### config.mk
export PLATFORM = sky130hd
export DESIGN_NAME = i2c_master_top
export DESIGN_NICKNAME = d
export VERILOG_FILES = /design/src/i2c_pkg.sv /design/src/i2c_bit_ctl.sv /design/src/i2c_byte_ctl.sv /design/src/i2c_clk_div.sv /design/src/i2c_line_filter.sv /design/src/i2c_master_top.sv
export SDC_FILE = /design/constraint.sdc
export NUM_CORES = 1
export LEC_CHECK = 0
export BUFFER_PORTS_ARGS = -buffer_cell sky130_fd_sc_hd__buf_2
export CAP_MARGIN = 10
export CORE_ASPECT_RATIO = 1.25
export CORE_MARGIN = 3
export CORE_UTILIZATION = 58
export CTS_CLUSTER_SIZE = 24
export DETAILED_ROUTE_END_ITERATION = 10
export HOLD_SLACK_MARGIN = 0.05
export PLACE_DENSITY = 0.84
export SKIP_LAST_GASP = 1
export SYNTH_ARGS = -nofsm -noshare
export SYNTH_HDL_FRONTEND = slang
export SYNTH_SLANG_ARGS = --single-unit
### constraint.sdc
create_clock -name i_cmd_trig -period 3.1 [get_ports i_cmd_trig]
set_input_delay 0.62 -clock i_cmd_trig [delete_from_list [all_inputs] [get_ports i_cmd_trig]]
set_output_delay 0.62 -clock i_cmd_trig [all_outputs]
set_load 0.05 [all_outputs]
### src/i2c_pkg.sv
`default_nettype none

package i2c_pkg;

    // byte level commands seen at the top level port
    localparam logic [3:0] CMD_IDLE     = 4'h0;
    localparam logic [3:0] CMD_START    = 4'h1;
    localparam logic [3:0] CMD_WRITE    = 4'h2;
    localparam logic [3:0] CMD_READ_ACK = 4'h3; // read byte, master acks
    localparam logic [3:0] CMD_READ_NAK = 4'h4; // read byte, last one
    localparam logic [3:0] CMD_RESTART  = 4'h5;
    localparam logic [3:0] CMD_STOP     = 4'h6;

    // single bit operations toward the bit engine
    localparam logic [2:0] BIT_IDLE     = 3'd0;
    localparam logic [2:0] BIT_START    = 3'd1;
    localparam logic [2:0] BIT_WRITE    = 3'd2;
    localparam logic [2:0] BIT_READ     = 3'd3;
    localparam logic [2:0] BIT_RESTART  = 3'd4;
    localparam logic [2:0] BIT_STOP     = 3'd5;

    localparam int PRESCALE_W_DEF = 16; // scl prescale counter
    localparam int DFSR_W_DEF     = 6;  // filter sampling counter

endpackage

`default_nettype wire

### src/i2c_bit_ctl.sv
`timescale 1ns/1ps
`default_nettype none

module i2c_bit_ctl
    import i2c_pkg::*;
(
    input  wire       i_cmd_trig,
    input  wire       i_nReset,
    input  wire       i_enable,
    input  wire       i_tick,
    input  wire [2:0] i_cmd,
    input  wire       i_din,
    input  wire       i_scl_f,
    input  wire       i_sda_f,
    output logic      o_cmd_ack,
    output logic      o_dout,
    output logic      o_busy,
    output logic      o_arblost,
    output logic      o_scl_oen,
    output logic      o_sda_oen
);

    logic       active;
    logic [2:0] cmd_r;
    logic [1:0] phase;
    logic       din_r;
    logic       wait_scl;
    logic       wait_sda;
    logic       step;
    logic       lost;
    logic [1:0] nxt_lines;
    logic       scl_q;
    logic       sda_q;

    // {scl, sda} enables per command and phase, 1 = released
    function automatic logic [1:0] line_drive(input logic [2:0] cmd,
                                              input logic [1:0] ph,
                                              input logic       din);
        logic [1:0] v;
        v = 2'b11;
        case (cmd)
            BIT_START: begin
                case (ph)
                    2'd0, 2'd1: v = 2'b11;
                    2'd2:       v = 2'b10; // sda falls, scl high
                    default:    v = 2'b00;
                endcase
            end
            BIT_RESTART: begin
                case (ph)
                    2'd0:    v = 2'b01;
                    2'd1:    v = 2'b11;
                    2'd2:    v = 2'b10;
                    default: v = 2'b00;
                endcase
            end
            BIT_STOP: begin
                case (ph)
                    2'd0:    v = 2'b00;
                    2'd1:    v = 2'b10;
                    default: v = 2'b11; // sda rises, scl high
                endcase
            end
            BIT_WRITE: v = {(ph == 2'd1) || (ph == 2'd2), din};
            BIT_READ:  v = {(ph == 2'd1) || (ph == 2'd2), 1'b1};
            default:   v = 2'b11;
        endcase
        return v;
    endfunction

    assign wait_scl = o_scl_oen && !i_scl_f; // slave still holds scl low
    // a start or stop bit ends only once the filtered bus shows it
    assign wait_sda = (phase == 2'd3) &&
                      ((((cmd_r == BIT_START) || (cmd_r == BIT_RESTART)) && i_sda_f) ||
                       ((cmd_r == BIT_STOP) && !i_sda_f));
    assign step      = active && i_tick && !wait_scl && !wait_sda;
    assign lost      = step && (phase == 2'd1) && (cmd_r == BIT_WRITE) && din_r && !i_sda_f;
    assign nxt_lines = line_drive(cmd_r, phase + 2'd1, din_r);

    always_ff @(posedge i_cmd_trig or negedge i_nReset) begin
        if (!i_nReset) begin
            active    <= 1'b0;
            cmd_r     <= BIT_IDLE;
            phase     <= 2'd0;
            din_r     <= 1'b1;
            o_cmd_ack <= 1'b0;
            o_dout    <= 1'b1;
            o_arblost <= 1'b0;
            o_scl_oen <= 1'b1;
            o_sda_oen <= 1'b1;
        end else if (!i_enable) begin
            active    <= 1'b0;
            cmd_r     <= BIT_IDLE;
            phase     <= 2'd0;
            o_cmd_ack <= 1'b0;
            o_arblost <= 1'b0;
            o_scl_oen <= 1'b1;
            o_sda_oen <= 1'b1;
        end else begin
            o_cmd_ack <= 1'b0;
            o_arblost <= 1'b0;
            if (!active) begin
                if (i_cmd != BIT_IDLE) begin
                    active                 <= 1'b1;
                    cmd_r                  <= i_cmd;
                    din_r                  <= i_din;
                    phase                  <= 2'd0;
                    {o_scl_oen, o_sda_oen} <= line_drive(i_cmd, 2'd0, i_din);
                end
            end else if (lost) begin
                active    <= 1'b0; // give the bus up at once
                o_arblost <= 1'b1;
                o_cmd_ack <= 1'b1;
                o_dout    <= i_sda_f;
                o_scl_oen <= 1'b1;
                o_sda_oen <= 1'b1;
            end else if (step) begin
                if (phase == 2'd1) begin
                    o_dout <= i_sda_f; // middle of scl high
                end
                if (phase == 2'd3) begin
                    active    <= 1'b0; // lines keep their last level
                    o_cmd_ack <= 1'b1;
                end else begin
                    phase                  <= phase + 2'd1;
                    {o_scl_oen, o_sda_oen} <= nxt_lines;
                end
            end
        end
    end

    // bus busy from start/stop seen on the filtered lines
    always_ff @(posedge i_cmd_trig or negedge i_nReset) begin
        if (!i_nReset) begin
            scl_q  <= 1'b1;
            sda_q  <= 1'b1;
            o_busy <= 1'b0;
        end else begin
            scl_q <= i_scl_f;
            sda_q <= i_sda_f;
            if (scl_q && i_scl_f && sda_q && !i_sda_f) begin
                o_busy <= 1'b1;
            end else if (scl_q && i_scl_f && !sda_q && i_sda_f) begin
                o_busy <= 1'b0;
            end
        end
    end

    a_cmd_when_idle: assert property (@(posedge i_cmd_trig) disable iff (!i_nReset)
        active |-> (i_cmd == BIT_IDLE))
        else $error("bit command while a bit is in progress");

endmodule

`default_nettype wire

### src/i2c_byte_ctl.sv
`timescale 1ns/1ps
`default_nettype none

module i2c_byte_ctl
    import i2c_pkg::*;
(
    input  wire       i_cmd_trig,
    input  wire       i_nReset,
    input  wire       i_enable,
    input  wire       i_cmd_stb,
    input  wire [3:0] i_cmd,
    input  wire [7:0] i_data,
    input  wire       i_bit_ack,
    input  wire       i_bit_dout,
    input  wire       i_arblost,
    output logic [2:0] o_bit_cmd,
    output logic      o_bit_din,
    output logic      o_cmd_ack,
    output logic      o_i2c_ack,
    output logic [7:0] o_data,
    output logic      o_interrupt
);

    logic       busy_r;
    logic [3:0] cmd_r;
    logic [7:0] shift_r;
    logic [3:0] bit_cnt; // 0..7 data, 8 ack
    logic       accept;
    logic       bit_done;
    logic       is_read;

    assign accept   = i_enable && !busy_r && i_cmd_stb && (i_cmd != CMD_IDLE);
    assign bit_done = i_enable && busy_r && i_bit_ack;
    assign is_read  = (cmd_r == CMD_READ_ACK) || (cmd_r == CMD_READ_NAK);

    // shift register, msb first both ways
    always_ff @(posedge i_cmd_trig) begin
        if (accept) begin
            shift_r <= i_data;
        end else if (bit_done && (bit_cnt < 4'd8)) begin
            shift_r <= {shift_r[6:0], i_bit_dout}; // write side ignores the shifted-in bit
        end
    end

    always_ff @(posedge i_cmd_trig or negedge i_nReset) begin
        if (!i_nReset) begin
            busy_r      <= 1'b0;
            cmd_r       <= CMD_IDLE;
            bit_cnt     <= 4'd0;
            o_bit_cmd   <= BIT_IDLE;
            o_bit_din   <= 1'b1;
            o_cmd_ack   <= 1'b0;
            o_i2c_ack   <= 1'b0;
            o_data      <= 8'hff;
            o_interrupt <= 1'b0;
        end else if (!i_enable) begin
            busy_r      <= 1'b0;
            cmd_r       <= CMD_IDLE;
            bit_cnt     <= 4'd0;
            o_bit_cmd   <= BIT_IDLE;
            o_cmd_ack   <= 1'b0;
            o_data      <= 8'hff;
            o_interrupt <= 1'b0;
        end else begin
            o_bit_cmd   <= BIT_IDLE;
            o_cmd_ack   <= 1'b0;
            o_interrupt <= i_arblost;
            if (accept) begin
                busy_r  <= 1'b1;
                cmd_r   <= i_cmd;
                bit_cnt <= 4'd0;
                case (i_cmd)
                    CMD_START:   o_bit_cmd <= BIT_START;
                    CMD_RESTART: o_bit_cmd <= BIT_RESTART;
                    CMD_STOP:    o_bit_cmd <= BIT_STOP;
                    CMD_WRITE: begin
                        o_bit_cmd <= BIT_WRITE;
                        o_bit_din <= i_data[7];
                    end
                    CMD_READ_ACK, CMD_READ_NAK: begin
                        o_bit_cmd <= BIT_READ;
                        o_bit_din <= 1'b1; // sda released
                    end
                    default: busy_r <= 1'b0; // unknown code dropped
                endcase
            end else if (bit_done) begin
                if (i_arblost || (bit_cnt == 4'd8) ||
                    ((cmd_r != CMD_WRITE) && !is_read)) begin
                    busy_r      <= 1'b0;
                    cmd_r       <= CMD_IDLE;
                    o_cmd_ack   <= 1'b1;
                    o_interrupt <= 1'b1;
                    if (!i_arblost && (cmd_r == CMD_WRITE)) begin
                        o_i2c_ack <= i_bit_dout; // 0 = slave acked
                    end
                    if (!i_arblost && is_read) begin
                        o_data <= shift_r;
                    end
                end else begin
                    bit_cnt <= bit_cnt + 4'd1;
                    if (bit_cnt == 4'd7) begin
                        // ack slot: roles swap
                        o_bit_cmd <= is_read ? BIT_WRITE : BIT_READ;
                        o_bit_din <= is_read ? (cmd_r == CMD_READ_NAK) : 1'b1;
                    end else if (is_read) begin
                        o_bit_cmd <= BIT_READ;
                    end else begin
                        o_bit_cmd <= BIT_WRITE;
                        o_bit_din <= shift_r[6];
                    end
                end
            end
        end
    end

    a_no_stb_busy: assert property (@(posedge i_cmd_trig) disable iff (!i_nReset)
        busy_r |-> !i_cmd_stb)
        else $error("command strobe while a command is active");

endmodule

`default_nettype wire

### src/i2c_clk_div.sv
`timescale 1ns/1ps
`default_nettype none

module i2c_clk_div
    import i2c_pkg::*;
#(
    parameter int PRESCALE_W = PRESCALE_W_DEF
) (
    input  wire                  i_cmd_trig,
    input  wire                  i_nReset,
    input  wire                  i_enable,
    input  wire [PRESCALE_W-1:0] i_prescale,
    output logic                 o_tick
);

    logic [PRESCALE_W-1:0] cnt;

    // one tick every i_prescale+1 cycles
    always_ff @(posedge i_cmd_trig or negedge i_nReset) begin
        if (!i_nReset) begin
            cnt    <= '0;
            o_tick <= 1'b0;
        end else if (!i_enable) begin
            cnt    <= i_prescale; // parked at reload
            o_tick <= 1'b0;
        end else if (cnt == '0) begin
            cnt    <= i_prescale;
            o_tick <= 1'b1;
        end else begin
            cnt    <= cnt - 1'b1;
            o_tick <= 1'b0;
        end
    end

endmodule

`default_nettype wire

### src/i2c_line_filter.sv
`timescale 1ns/1ps
`default_nettype none

module i2c_line_filter
    import i2c_pkg::*;
#(
    parameter int DFSR_W = DFSR_W_DEF
) (
    input  wire              i_cmd_trig,
    input  wire              i_nReset,
    input  wire [DFSR_W-1:0] i_dfsr,
    input  wire              i_line,
    output logic             o_line
);

    logic [1:0]        sync_q;
    logic [DFSR_W-1:0] smp_cnt;
    logic              smp_en;
    logic [2:0]        hist;
    logic              vote;

    // pad input is asynchronous to us
    always_ff @(posedge i_cmd_trig or negedge i_nReset) begin
        if (!i_nReset) begin
            sync_q <= 2'b11;
        end else begin
            sync_q <= {sync_q[0], i_line};
        end
    end

    // sample strobe every i_dfsr+1 cycles
    always_ff @(posedge i_cmd_trig or negedge i_nReset) begin
        if (!i_nReset) begin
            smp_cnt <= '0;
        end else if (smp_cnt == '0) begin
            smp_cnt <= i_dfsr;
        end else begin
            smp_cnt <= smp_cnt - 1'b1;
        end
    end

    assign smp_en = (smp_cnt == '0);

    always_ff @(posedge i_cmd_trig or negedge i_nReset) begin
        if (!i_nReset) begin
            hist <= 3'b111; // idle bus reads high
        end else if (smp_en) begin
            hist <= {hist[1:0], sync_q[1]};
        end
    end

    // two out of three
    assign vote = (hist[0] & hist[1]) | (hist[1] & hist[2]) | (hist[0] & hist[2]);

    always_ff @(posedge i_cmd_trig or negedge i_nReset) begin
        if (!i_nReset) begin
            o_line <= 1'b1;
        end else begin
            o_line <= vote;
        end
    end

endmodule

`default_nettype wire

### src/i2c_master_top.sv
`timescale 1ns/1ps
`default_nettype none

module i2c_master_top
    import i2c_pkg::*;
#(
    parameter int PRESCALE_W = PRESCALE_W_DEF,
    parameter int DFSR_W     = DFSR_W_DEF
) (
    input  wire                  i_cmd_trig,
    input  wire                  i_nReset,
    input  wire                  i_enable,
    input  wire [PRESCALE_W-1:0] i_prescale,
    input  wire [DFSR_W-1:0]     i_dfsr,
    input  wire                  i_cmd_stb,
    input  wire [3:0]            i_cmd,
    input  wire [7:0]            i_data,
    input  wire                  i_scl,
    input  wire                  i_sda,
    output logic                 o_cmd_ack,
    output logic                 o_i2c_ack,
    output logic                 o_i2c_al,
    output logic                 o_i2c_busy,
    output logic [7:0]           o_data,
    output logic                 o_scl,
    output logic                 o_scl_oen,
    output logic                 o_sda,
    output logic                 o_sda_oen,
    output logic                 o_interrupt
);

    logic       phase_tick;
    logic       scl_f;
    logic       sda_f;
    logic [2:0] bit_cmd;
    logic       bit_din;
    logic       bit_ack;
    logic       bit_dout;

    assign o_scl = 1'b0; // open drain, only the enables toggle
    assign o_sda = 1'b0;

    i2c_clk_div #(.PRESCALE_W(PRESCALE_W)) u_clk_div (
        .i_cmd_trig (i_cmd_trig),
        .i_nReset   (i_nReset),
        .i_enable   (i_enable),
        .i_prescale (i_prescale),
        .o_tick     (phase_tick)
    );

    i2c_line_filter #(.DFSR_W(DFSR_W)) u_scl_filt (
        .i_cmd_trig (i_cmd_trig),
        .i_nReset   (i_nReset),
        .i_dfsr     (i_dfsr),
        .i_line     (i_scl),
        .o_line     (scl_f)
    );

    i2c_line_filter #(.DFSR_W(DFSR_W)) u_sda_filt (
        .i_cmd_trig (i_cmd_trig),
        .i_nReset   (i_nReset),
        .i_dfsr     (i_dfsr),
        .i_line     (i_sda),
        .o_line     (sda_f)
    );

    i2c_bit_ctl u_bit_ctl (
        .i_cmd_trig (i_cmd_trig),
        .i_nReset   (i_nReset),
        .i_enable   (i_enable),
        .i_tick     (phase_tick),
        .i_cmd      (bit_cmd),
        .i_din      (bit_din),
        .i_scl_f    (scl_f),
        .i_sda_f    (sda_f),
        .o_cmd_ack  (bit_ack),
        .o_dout     (bit_dout),
        .o_busy     (o_i2c_busy),
        .o_arblost  (o_i2c_al),
        .o_scl_oen  (o_scl_oen),
        .o_sda_oen  (o_sda_oen)
    );

    i2c_byte_ctl u_byte_ctl (
        .i_cmd_trig  (i_cmd_trig),
        .i_nReset    (i_nReset),
        .i_enable    (i_enable),
        .i_cmd_stb   (i_cmd_stb),
        .i_cmd       (i_cmd),
        .i_data      (i_data),
        .i_bit_ack   (bit_ack),
        .i_bit_dout  (bit_dout),
        .i_arblost   (o_i2c_al),
        .o_bit_cmd   (bit_cmd),
        .o_bit_din   (bit_din),
        .o_cmd_ack   (o_cmd_ack),
        .o_i2c_ack   (o_i2c_ack),
        .o_data      (o_data),
        .o_interrupt (o_interrupt)
    );

endmodule

`default_nettype wire

==> reports/results.ini, run 1 <==
[synthesis]
syn_avg_cell_area_um2 = 9.92
syn_area_um2 = 4360
synth_edf_count = 8
synth_warnings = 0
synthFlopType = dfrtp_1
synth_seq_area_share = 0.523
ys_ff_latch = 88
synthCells = 439
yosysUniqueCellTypes = 58
async_reset_ff_frac = 0.909

[worst_setup_path]
crit_family = compound AO/OA/AOI/OAI gates
critPathArrivalTime_ps = 2640
crit_chain = ha_1 > and3b_1 > a2111oi_0 > mux2i_1 > a21oi_1 > nor2_1
cp.depth = 6
endpoint_kind = flip-flop
slowest_delay_ps = 860
path_buf_inv = 0
r2r_slack_ps = 750
crit_path_top_delay_cell = a2111oi_0
path_class = flip-flop to flip-flop
cp-start-kind = flip-flop
crit_path_max_fanout = 8
r2r_cells = 6
required_ps = 3390

[timing]
hold_viol_final = 0
setup_viol = 0
finalClockSkew_ps = 11.9
post-route-period-util = 0.757
period_needed_ps = 2350
finalSetupTns_ps = 0
drv_slew = 0
grt_setup_unrepaired = false
worst_slew_pin_slew_ps = 1020
max_freq_mhz = 426
maxSlewHeadroom = 0.311

[die]
std_cell_rows = 34
start_util = 0.609
coreArea_um2 = 7150
io-pin-count = 57
die_area_um2 = 8590
die_y_um = 103
die_w_um = 83.5

[global_routing]
grt_start_max_net_pins = 81
antenna_found_initial = 0
grt_pass1_vias = 3411
grt_util_all_layers = 0.209
grt-ovfl-total = 0
grt_pass1_wl_mm = 14.6

[final_layout]
final_cell_mix = nor2_1, buf_2, dfrtp_1
syn_to_final_growth_pct = 12.2
antenna_cells = 0
fin_util = 0.684
fin_cells = 589
fillers = 539
final_layout_size_suffix_gt1_frac = 0.230
nNetsFinal = 545

[clock_network]
cts_htree_levels = 3
clock-root-buffer = clkbuf_8
numCtsBuffers = 9
postCtsSetupBuffers = 0
cts_tree = built
postCtsHoldBufs = 0
clk_transition_reported_paths_ps = 90
cts.sinks = 88
clk_latency_ps = 360
clockBufferDepth = 2
cts_resized = 0

[drt]
drc = 0
vias = 3363
final_antenna_net_count = 0
drt_first_pass_iters = 5
drtIter0Drc = 208
viasPerCell = 5.71
wl_mm = 8.56
wl_per_cell_um = 14.5

[power_and_ir_drop]
vdd_ir_drop_max_v = 0.000452
power_density_nw_per_um2 = 567
finalPower_mw = 2.77
power_leakage_nw = 2.13

[worst_hold_path]
hold_depth = 1
hold_class = input pin to flip-flop

[placed_design]
dpl.hpwl_mm = 6.14
port_buffers = 54
gp_congestion = 0.880
placedCellCount = 573

[status]
status = completed

[run]
drv_cap = 0

==> power breakdown <==
part	switching, mW	internal (mW)
combinational	0.270	0.245
sequential	0.162	1.39
clock	0.414	0.290
==> flip-flops by register name, summed over array words and instances, names as in the netlist, 2 cells and up <==
register              flops
u_bit_ctl.cmd_r           3
u_byte_ctl.shift_r        8
u_byte_ctl.o_bit_cmd      3
u_sda_filt.sync_q         2
u_clk_div.cnt            16
u_bit_ctl.phase           2
u_sda_filt.smp_cnt        6
u_byte_ctl.bit_cnt        4
u_sda_filt.hist           3
u_scl_filt.smp_cnt        6
u_scl_filt.hist           3
u_scl_filt.sync_q         2
u_byte_ctl.cmd_r          4
u_byte_ctl.o_data         8
==> routing by layer <==
layer | track usage | up-vias | routed length, um
li1 | - | 1627 | -
met1 | 0.243 | 1597 | 3440
met2 | 0.377 | 123 | 4470
met3 | 0.0480 | 16 | 521
met4 | 0.0854 | 0 | 140
met5 | 0 | - | 0
==> worst reg2reg max path, delay by kind of cell, from the launching register on <==
family / cells / cell delay [ps]
flip-flops: 1 / 480
adder cells (fa/ha/maj): 1 / 270
multiplexers: 1 / 270
AND/OR/NAND/NOR: 2 / 340
AO/OA/AOI/OAI: 2 / 920
==> kinds of logic (layout without fill, tap and decap cells) <==
family / count (synthesis) / count (layout) / share of synthesized area
and+or+nand+nor: 178 / 178 / 0.199
DFF: 88 / 88 / 0.523
buffers and inverters: 34 / 93 / 0.0310
adders and majority gates: 13 / 13 / 0.0362
AOI/OAI and AO/OA: 79 / 79 / 0.109
other: 1 / 2 / 0.000861
muxes: 22 / 22 / 0.0534
xor gates and xnor gates: 24 / 24 / 0.0483
==> per-stage QoR <==
step                      setup WS (ps)  area, um2  hold slack, ps
after floorplan                     907       4360             324
after global placement              687       4720             346
after detailed placement            611       4720             348
after CTS                           750       4890             344
after global routing                507       4890             340
final                               754       4890             353
==> path summary, 6_finish.rpt <==
| check | from | to |
|---|---|---|
| max in group asynchronous | i_nReset | u_sda_filt.smp_cnt[5] |
| worst min register to register | u_scl_filt.sync_q[0] | u_scl_filt.sync_q[1] |
| worst max register to register | u_bit_ctl.phase[0] | u_bit_ctl.phase[1] |
| min in group asynchronous | i_nReset | u_byte_ctl.bit_cnt[3] |
| worst min-delay path | i_sda | u_sda_filt.sync_q[0] |
| worst max-delay path | u_bit_ctl.phase[0] | u_bit_ctl.phase[1] |
==> cells in the mapped netlist, types with 3 or more instances <==
library cell  count  area, um2
dfrtp_1          53       1330
o21ai_0          13       65.1
nand2_1          51        191
nor4_1            4       25.0
edfxtp_1          8        240
ha_1             11        138
mux2_1            3       33.8
mux2i_1          12        120
nor3_1           18       90.1
xnor2_1          11       96.3
nand2b_1          8       50.1
a22o_1            4       35.0
nand3b_1          8       60.1
inv_1            18       67.6
nand3_1          11       55.1
o21ai_1           3       15.0
clkbuf_1         13       48.8
mux2_2            7       78.8
nor2b_1           5       31.3
xor2_1           13        114
dfstp_2          27        709
a21oi_1          39        195
and3b_1           3       26.3
nor2_1           53        199
==> cell type report <==
class / count / area [um2] / share of cell area
Sequential cell: 88 / 2280 / 0.466
Clock buffer: 9 / 124 / 0.0253
Multi-Input combinational cell: 318 / 1950 / 0.400
Tap cell: 90 / 113 / 0.0230
Inverter: 19 / 71.3 / 0.0146
Timing Repair Buffer: 58 / 303 / 0.0620
Clock inverter: 7 / 46.3 / 0.00947
Power figures use the tool's default switching activity.
==> inputs of run 2 (changes only) <==
- CORE_UTILIZATION: 58 -> 52
- PLACE_DENSITY: 0.84 -> 0.8
- clock period: 3.1 -> 2.13 ns (I/O delays scaled with it)
==> reports/results.ini, run 2 (same netlist as run 1, synthesis figures left out) <==
[final_layout]
top_register = u_clk_div.cnt  ; unchanged
multi_input_area_um2 = 1970  ; was 1950 um2
antenna_cells = 0  ; unchanged
fillers = 628  ; was 539
syn_to_final_growth_pct = 17.0  ; was 12.2%
final_layout_size_suffix_gt1_frac = 0.260  ; was 0.230
final_cell_mix = nor2_1, buf_2, dfrtp_1  ; unchanged
ff_latch_area_um2 = 2280  ; unchanged
top_regs = u_clk_div.cnt x16, u_byte_ctl.o_data x8, u_byte_ctl.shift_r x8  ; unchanged
nNetsFinal = 562  ; was 545
largest_reg_flops = 16  ; unchanged

[die]
start_util = 0.546  ; was 0.609
die_area_um2 = 9520  ; was 8590 um2
coreArea_um2 = 7970  ; was 7150 um2
io-pin-count = 57  ; unchanged
die_w_um = 87.9  ; was 83.5 um
die_y_um = 108  ; was 103 um
std_cell_rows = 36  ; was 34

[clock_network]
cts_tree = built  ; unchanged
clk_transition_reported_paths_ps = 90  ; about the same
postCtsSetupBuffers = 0  ; unchanged
clock-root-buffer = clkbuf_8  ; unchanged
postCtsHoldBufs = 0  ; unchanged
cts.sinks = 88  ; unchanged
clockBufferDepth = 2  ; unchanged
clk_latency_ps = 350  ; was 360 ps
numCtsBuffers = 9  ; unchanged
cts_htree_levels = 3  ; unchanged

[worst_setup_path]
critPathArrivalTime_ps = 2470  ; was 2640 ps
endpoint_kind = flip-flop  ; unchanged
crit_path_max_fanout = 3  ; was 8
path_class = flip-flop to flip-flop  ; unchanged
required_ps = 2410  ; was 3390 ps
cp-start-kind = flip-flop  ; unchanged

[timing]
finalSetupTns_ps = -60.0  ; was 0 ps
drv_slew = 0  ; unchanged
period_needed_ps = 2190  ; was 2350 ps
grt_setup_unrepaired = true  ; was false
finalClockSkew_ps = 15.7  ; was 11.9 ps
layout_setup_ws_ps = -60.0  ; was 754 ps
hold_viol_final = 0  ; unchanged
worst_slew_pin_slew_ps = 631  ; was 1020 ps
max_freq_mhz = 457  ; was 426 MHz
post-route-period-util = 1.03  ; was 0.757
maxSlewHeadroom = 0.578  ; was 0.311
setup_viol = 1  ; was 0

[drt]
viasPerCell = 5.45  ; was 5.71
drc = 0  ; unchanged
drtIter0Drc = 147  ; was 208
wl_met2_mm = 4.47  ; about the same
final_antenna_net_count = 0  ; unchanged
routed.top_layer = met4  ; unchanged
wl_met1_mm = 3.69  ; was 3.44 mm
drt_first_pass_iters = 4  ; was 5
wl_met3_um = 318  ; was 521 um
wl_mm = 8.67  ; was 8.56 mm
wl_per_cell_um = 14.2  ; was 14.5 um
vias = 3331  ; was 3363

[run]
drv_cap = 0  ; unchanged

[power_and_ir_drop]
finalPower_mw = 4.26  ; was 2.77 mW
power_density_nw_per_um2 = 837  ; was 567 nW/um2
vdd_ir_drop_max_v = 0.000620  ; was 0.000452 V
power_leakage_nw = 2.24  ; was 2.13 nW

[global_routing]
antenna_found_initial = 0  ; unchanged
grt_start_max_net_pins = 44  ; was 81
grt_util_all_layers = 0.193  ; was 0.209
grt-ovfl-total = 0  ; unchanged
grt_pass1_wl_mm = 14.5  ; was 14.6 mm
grt_pass1_vias = 3317  ; was 3411

[status]
status = complete, but fails checks  ; was completed
violations = setup timing

[placed_design]
gp_congestion = 0.886  ; was 0.880
dpl.hpwl_mm = 6.37  ; was 6.14 mm
port_buffers = 54  ; unchanged

[worst_hold_path]
hold_class = input pin to asynchronous set/reset pin  ; was input pin to flip-flop

-- run 2: cell types whose count changed in the layout (fill, tap and decap cells not counted), sizes merged --
cell    delta
buf       +17
clkinv     -3
clkbuf     +2
bufinv     +1
-- run 2: routing by layer --
layer / vias up / global-route usage
met5: - / 0
met4: 0 / 0.0833
met3: 14 / 0.0328
met2: 62 / 0.342
met1: 1593 / 0.226
li1: 1662 / -
-- run 2: through the flow --
step	hold WS, ps	util	cells	cell area, um2	setup WS [ps]
2_1_floorplan	130	-	440	4360	-22.5
3_3_place_gp	348	0.610	595	4860	7.81
3_5_place_dp	348	0.610	595	4860	0.853
4_1_cts	52.3	0.637	611	5080	-3.44
5_1_grt	74.2	0.639	611	5100	-82.7
6_report	48.3	0.639	611	5100	-60.0
-- run 2: layout make-up --
cell class	count	share of cell area
clock buffer	11	0.0300
clock inverter	5	0.0123
inverter	19	0.0140
multi-input combinational	318	0.387
sequential	88	0.447
tap	95	0.0233
timing repair buffer	75	0.0869
-- run 2: critical path, stage by stage, from the launching register on --
cell     delay (ps)
dfrtp_1         390
or4_4           540
or4_4           450
or4_4           450
xor2_2          170
a21oi_2         140
-- run 2: repair_timing --
item,in CTS,in global routing
resized for setup,1,3
cloned,0,0
pin swaps,0,0
endpoints found under the setup margin,1,9
hold endpoints to repair,0,0
-- run 2: where the power goes --
group	switching, mW	leakage [nW]	internal (mW)	total (mW)
registers	0.234	1.02	2.02	2.25
logic	0.410	1.12	0.378	0.788
clock network	0.603	0.102	0.623	1.23
-- run 2: worst paths after layout --
check	depth (start not counted)	from	slack, ps	end
worst max-delay path	5	u_clk_div.cnt[3]	-60	u_clk_div.cnt[14]
worst min-delay path	1	i_nReset	50	u_byte_ctl.o_i2c_ack
worst max register to register	5	u_clk_div.cnt[3]	-60	u_clk_div.cnt[14]
worst min register to register	0	u_sda_filt.sync_q[0]	360	u_sda_filt.sync_q[1]
max in group asynchronous	2	i_nReset	1420	u_sda_filt.sync_q[0]
min in group i_cmd_trig	1	i_scl	170	u_scl_filt.sync_q[0]
==> inputs of run 3 (changes only) <==
- BUFFER_PORTS_ARGS: -buffer_cell sky130_fd_sc_hd__buf_2 -> default
- CORE_UTILIZATION: 52 -> 57
- DONT_BUFFER_PORTS: default -> 1
- HOLD_SLACK_MARGIN: 0.05 -> default
- PLACE_DENSITY: 0.8 -> 0.79
==> reports/results.ini, run 3 (same netlist as run 1, synthesis figures left out) <==
[drt]
drc = 0  ; unchanged
drt_first_pass_iters = 4  ; unchanged
wl_mm = 8.75  ; was 8.67 mm
final_antenna_net_count = 0  ; unchanged
drtIter0Drc = 128  ; was 147
viasPerCell = 5.80  ; was 5.45
wl_per_cell_um = 15.7  ; was 14.2 um
vias = 3230  ; was 3331

[timing]
worst_slew_pin_slew_ps = 543  ; was 631 ps
drv_slew = 0  ; unchanged
maxSlewHeadroom = 0.638  ; was 0.578
hold_viol_final = 80  ; was 0
post-route-period-util = 1.02  ; was 1.03
finalSetupTns_ps = -33.3  ; was -60.0 ps
finalClockSkew_ps = 13.8  ; was 15.7 ps
hold_slack_ps = -241  ; was 48.3 ps
period_needed_ps = 2160  ; was 2190 ps
grt_setup_unrepaired = true  ; unchanged
setup_viol = 1  ; unchanged
layout_setup_ws_ps = -33.3  ; was -60.0 ps
max_freq_mhz = 462  ; was 457 MHz

[placed_design]
postPlaceCellArea_um2 = 4590  ; was 4860 um2
placedCellCount = 540  ; was 595
dpl.hpwl_mm = 6.33  ; was 6.37 mm
post-place-ws_ps = -34.1  ; was 0.853 ps
port_buffers = 0  ; was 54
gp_congestion = 0.882  ; was 0.886

[worst_setup_path]
endpoint_kind = flip-flop  ; unchanged
crit_path_top_delay_cell = or4_4  ; unchanged
path_buf_inv = 0  ; unchanged
r2r_slack_ps = -30  ; was -60 ps
cp-endpoint = u_clk_div.cnt[14]  ; unchanged
required_ps = 2420  ; was 2410 ps
cp.depth = 5  ; unchanged
slowest_delay_ps = 540  ; about the same
r2r_cells = 5  ; unchanged
crit_family = simple AND/OR/NAND/NOR gates  ; unchanged
path_class = flip-flop to flip-flop  ; unchanged
r2r_end = u_clk_div.cnt[14]  ; unchanged
cp-start-kind = flip-flop  ; unchanged
r2r_start = u_clk_div.cnt[3]  ; unchanged
critPathArrivalTime_ps = 2450  ; was 2470 ps
crit_top_cell = or4_4  ; unchanged
critPathLaunch = u_clk_div.cnt[3]  ; unchanged
crit_path_max_fanout = 3  ; unchanged
crit_chain = or4_4 > or4_4 > or4_4 > xor2_2 > a21oi_2  ; unchanged

[clock_network]
cts_tree = built  ; unchanged
cts_htree_levels = 3  ; unchanged
clockBufferDepth = 2  ; unchanged
clk_latency_ps = 360  ; was 350 ps
cts.sinks = 88  ; unchanged
clock-root-buffer = clkbuf_8  ; unchanged
clk_transition_reported_paths_ps = 100  ; was 90 ps
numCtsBuffers = 9  ; unchanged

[die]
std_cell_rows = 35  ; was 36
start_util = 0.589  ; was 0.546
die_w_um = 84.2  ; was 87.9 um
die_y_um = 104  ; was 108 um
io-pin-count = 57  ; unchanged
coreArea_um2 = 7400  ; was 7970 um2
die_area_um2 = 8730  ; was 9520 um2

[run]
drv_cap = 0  ; unchanged

[status]
status = complete, but fails checks  ; unchanged
violations = hold timing, setup timing  ; was setup timing

[power_and_ir_drop]
finalPower_mw = 4.13  ; was 4.26 mW
power_density_nw_per_um2 = 857  ; was 837 nW/um2
power_leakage_nw = 2.05  ; was 2.24 nW
vdd_ir_drop_max_v = 0.000593  ; was 0.000620 V

[final_layout]
ff_latch_area_um2 = 2280  ; unchanged
final_layout_size_suffix_gt1_frac = 0.178  ; was 0.260
top_register = u_clk_div.cnt  ; unchanged
final_cell_mix = nor2_1, dfrtp_1, nand2_1  ; was nor2_1, buf_2, dfrtp_1
stdcell_area_um2 = 4820  ; was 5100 um2
top_regs = u_clk_div.cnt x16, u_byte_ctl.o_data x8, u_byte_ctl.shift_r x8  ; unchanged
fillers = 575  ; was 628
multi_input_area_um2 = 1970  ; about the same
largest_reg_flops = 16  ; unchanged
antenna_cells = 0  ; unchanged
syn_to_final_growth_pct = 10.6  ; was 17.0%
nNetsFinal = 511  ; was 562
fin_cells = 557  ; was 611

[global_routing]
antenna_found_initial = 0  ; unchanged
grt_start_max_net_pins = 81  ; was 44
grt_util_all_layers = 0.209  ; was 0.193
grt_pass1_wl_mm = 14.8  ; was 14.5 mm
grt_pass1_vias = 3362  ; was 3317
grt-ovfl-total = 0  ; unchanged

[worst_hold_path]
hold_class = input pin to asynchronous set/reset pin  ; unchanged

run 3: repair_timing:
action                     in CTS  in global routing
setup endpoints to repair       1                 10
pin swaps                       0                  1
buffers inserted                0                  1
resized for setup               1                  2
hold endpoints to repair       80                 80
run 3: how the worst min path moves through the flow:
| stage | start | cells after the start | to |
|---|---|---|---|
| floorplan | i_nReset | 0 | u_bit_ctl.active |
| global placement | i_nReset | 0 | u_byte_ctl.busy_r |
| detailed placement | i_nReset | 0 | u_byte_ctl.busy_r |
| CTS | i_nReset | 0 | u_sda_filt.smp_cnt[5] |
| global route | i_nReset | 0 | u_sda_filt.smp_cnt[5] |
| finish | i_nReset | 0 | u_sda_filt.smp_cnt[5] |
run 3: stage by stage:
step / hold slack, ps / util
after floorplan: 130 / -
after global placement: 134 / 0.620
after detailed placement: 133 / 0.620
after CTS: -260 / 0.648
after global routing: -272 / 0.651
final: -241 / 0.651
run 3: worst reg2reg max path, delay by kind of cell (launching register included):
kind             cells  cell delay (ps)
AO/OA/AOI/OAI        1              130
XOR/XNOR             1              160
flip-flops           1              390
AND/OR/NAND/NOR      3             1420
run 3: area by class of cell:
class	count	share of cell area
timing repair buffer	24	0.0374
tap	92	0.0239
multi-input combinational	318	0.410
clock inverter	7	0.0158
clock buffer	9	0.0257
sequential	88	0.472
inverter	19	0.0148
run 3: per-layer routing:
layer / track usage / up-vias / share of wire
met4: 0.111 / 0 / 0.031
met3: 0.0398 / 29 / 0.053
met1: 0.227 / 1552 / 0.39
met5: 0 / - / 0
met2: 0.376 / 87 / 0.53
li1: - / 1562 / -
run 3: power by group:
group / switching [mW] / internal, mW
clock network: 0.618 / 0.555
registers: 0.241 / 2.02
logic: 0.348 / 0.350
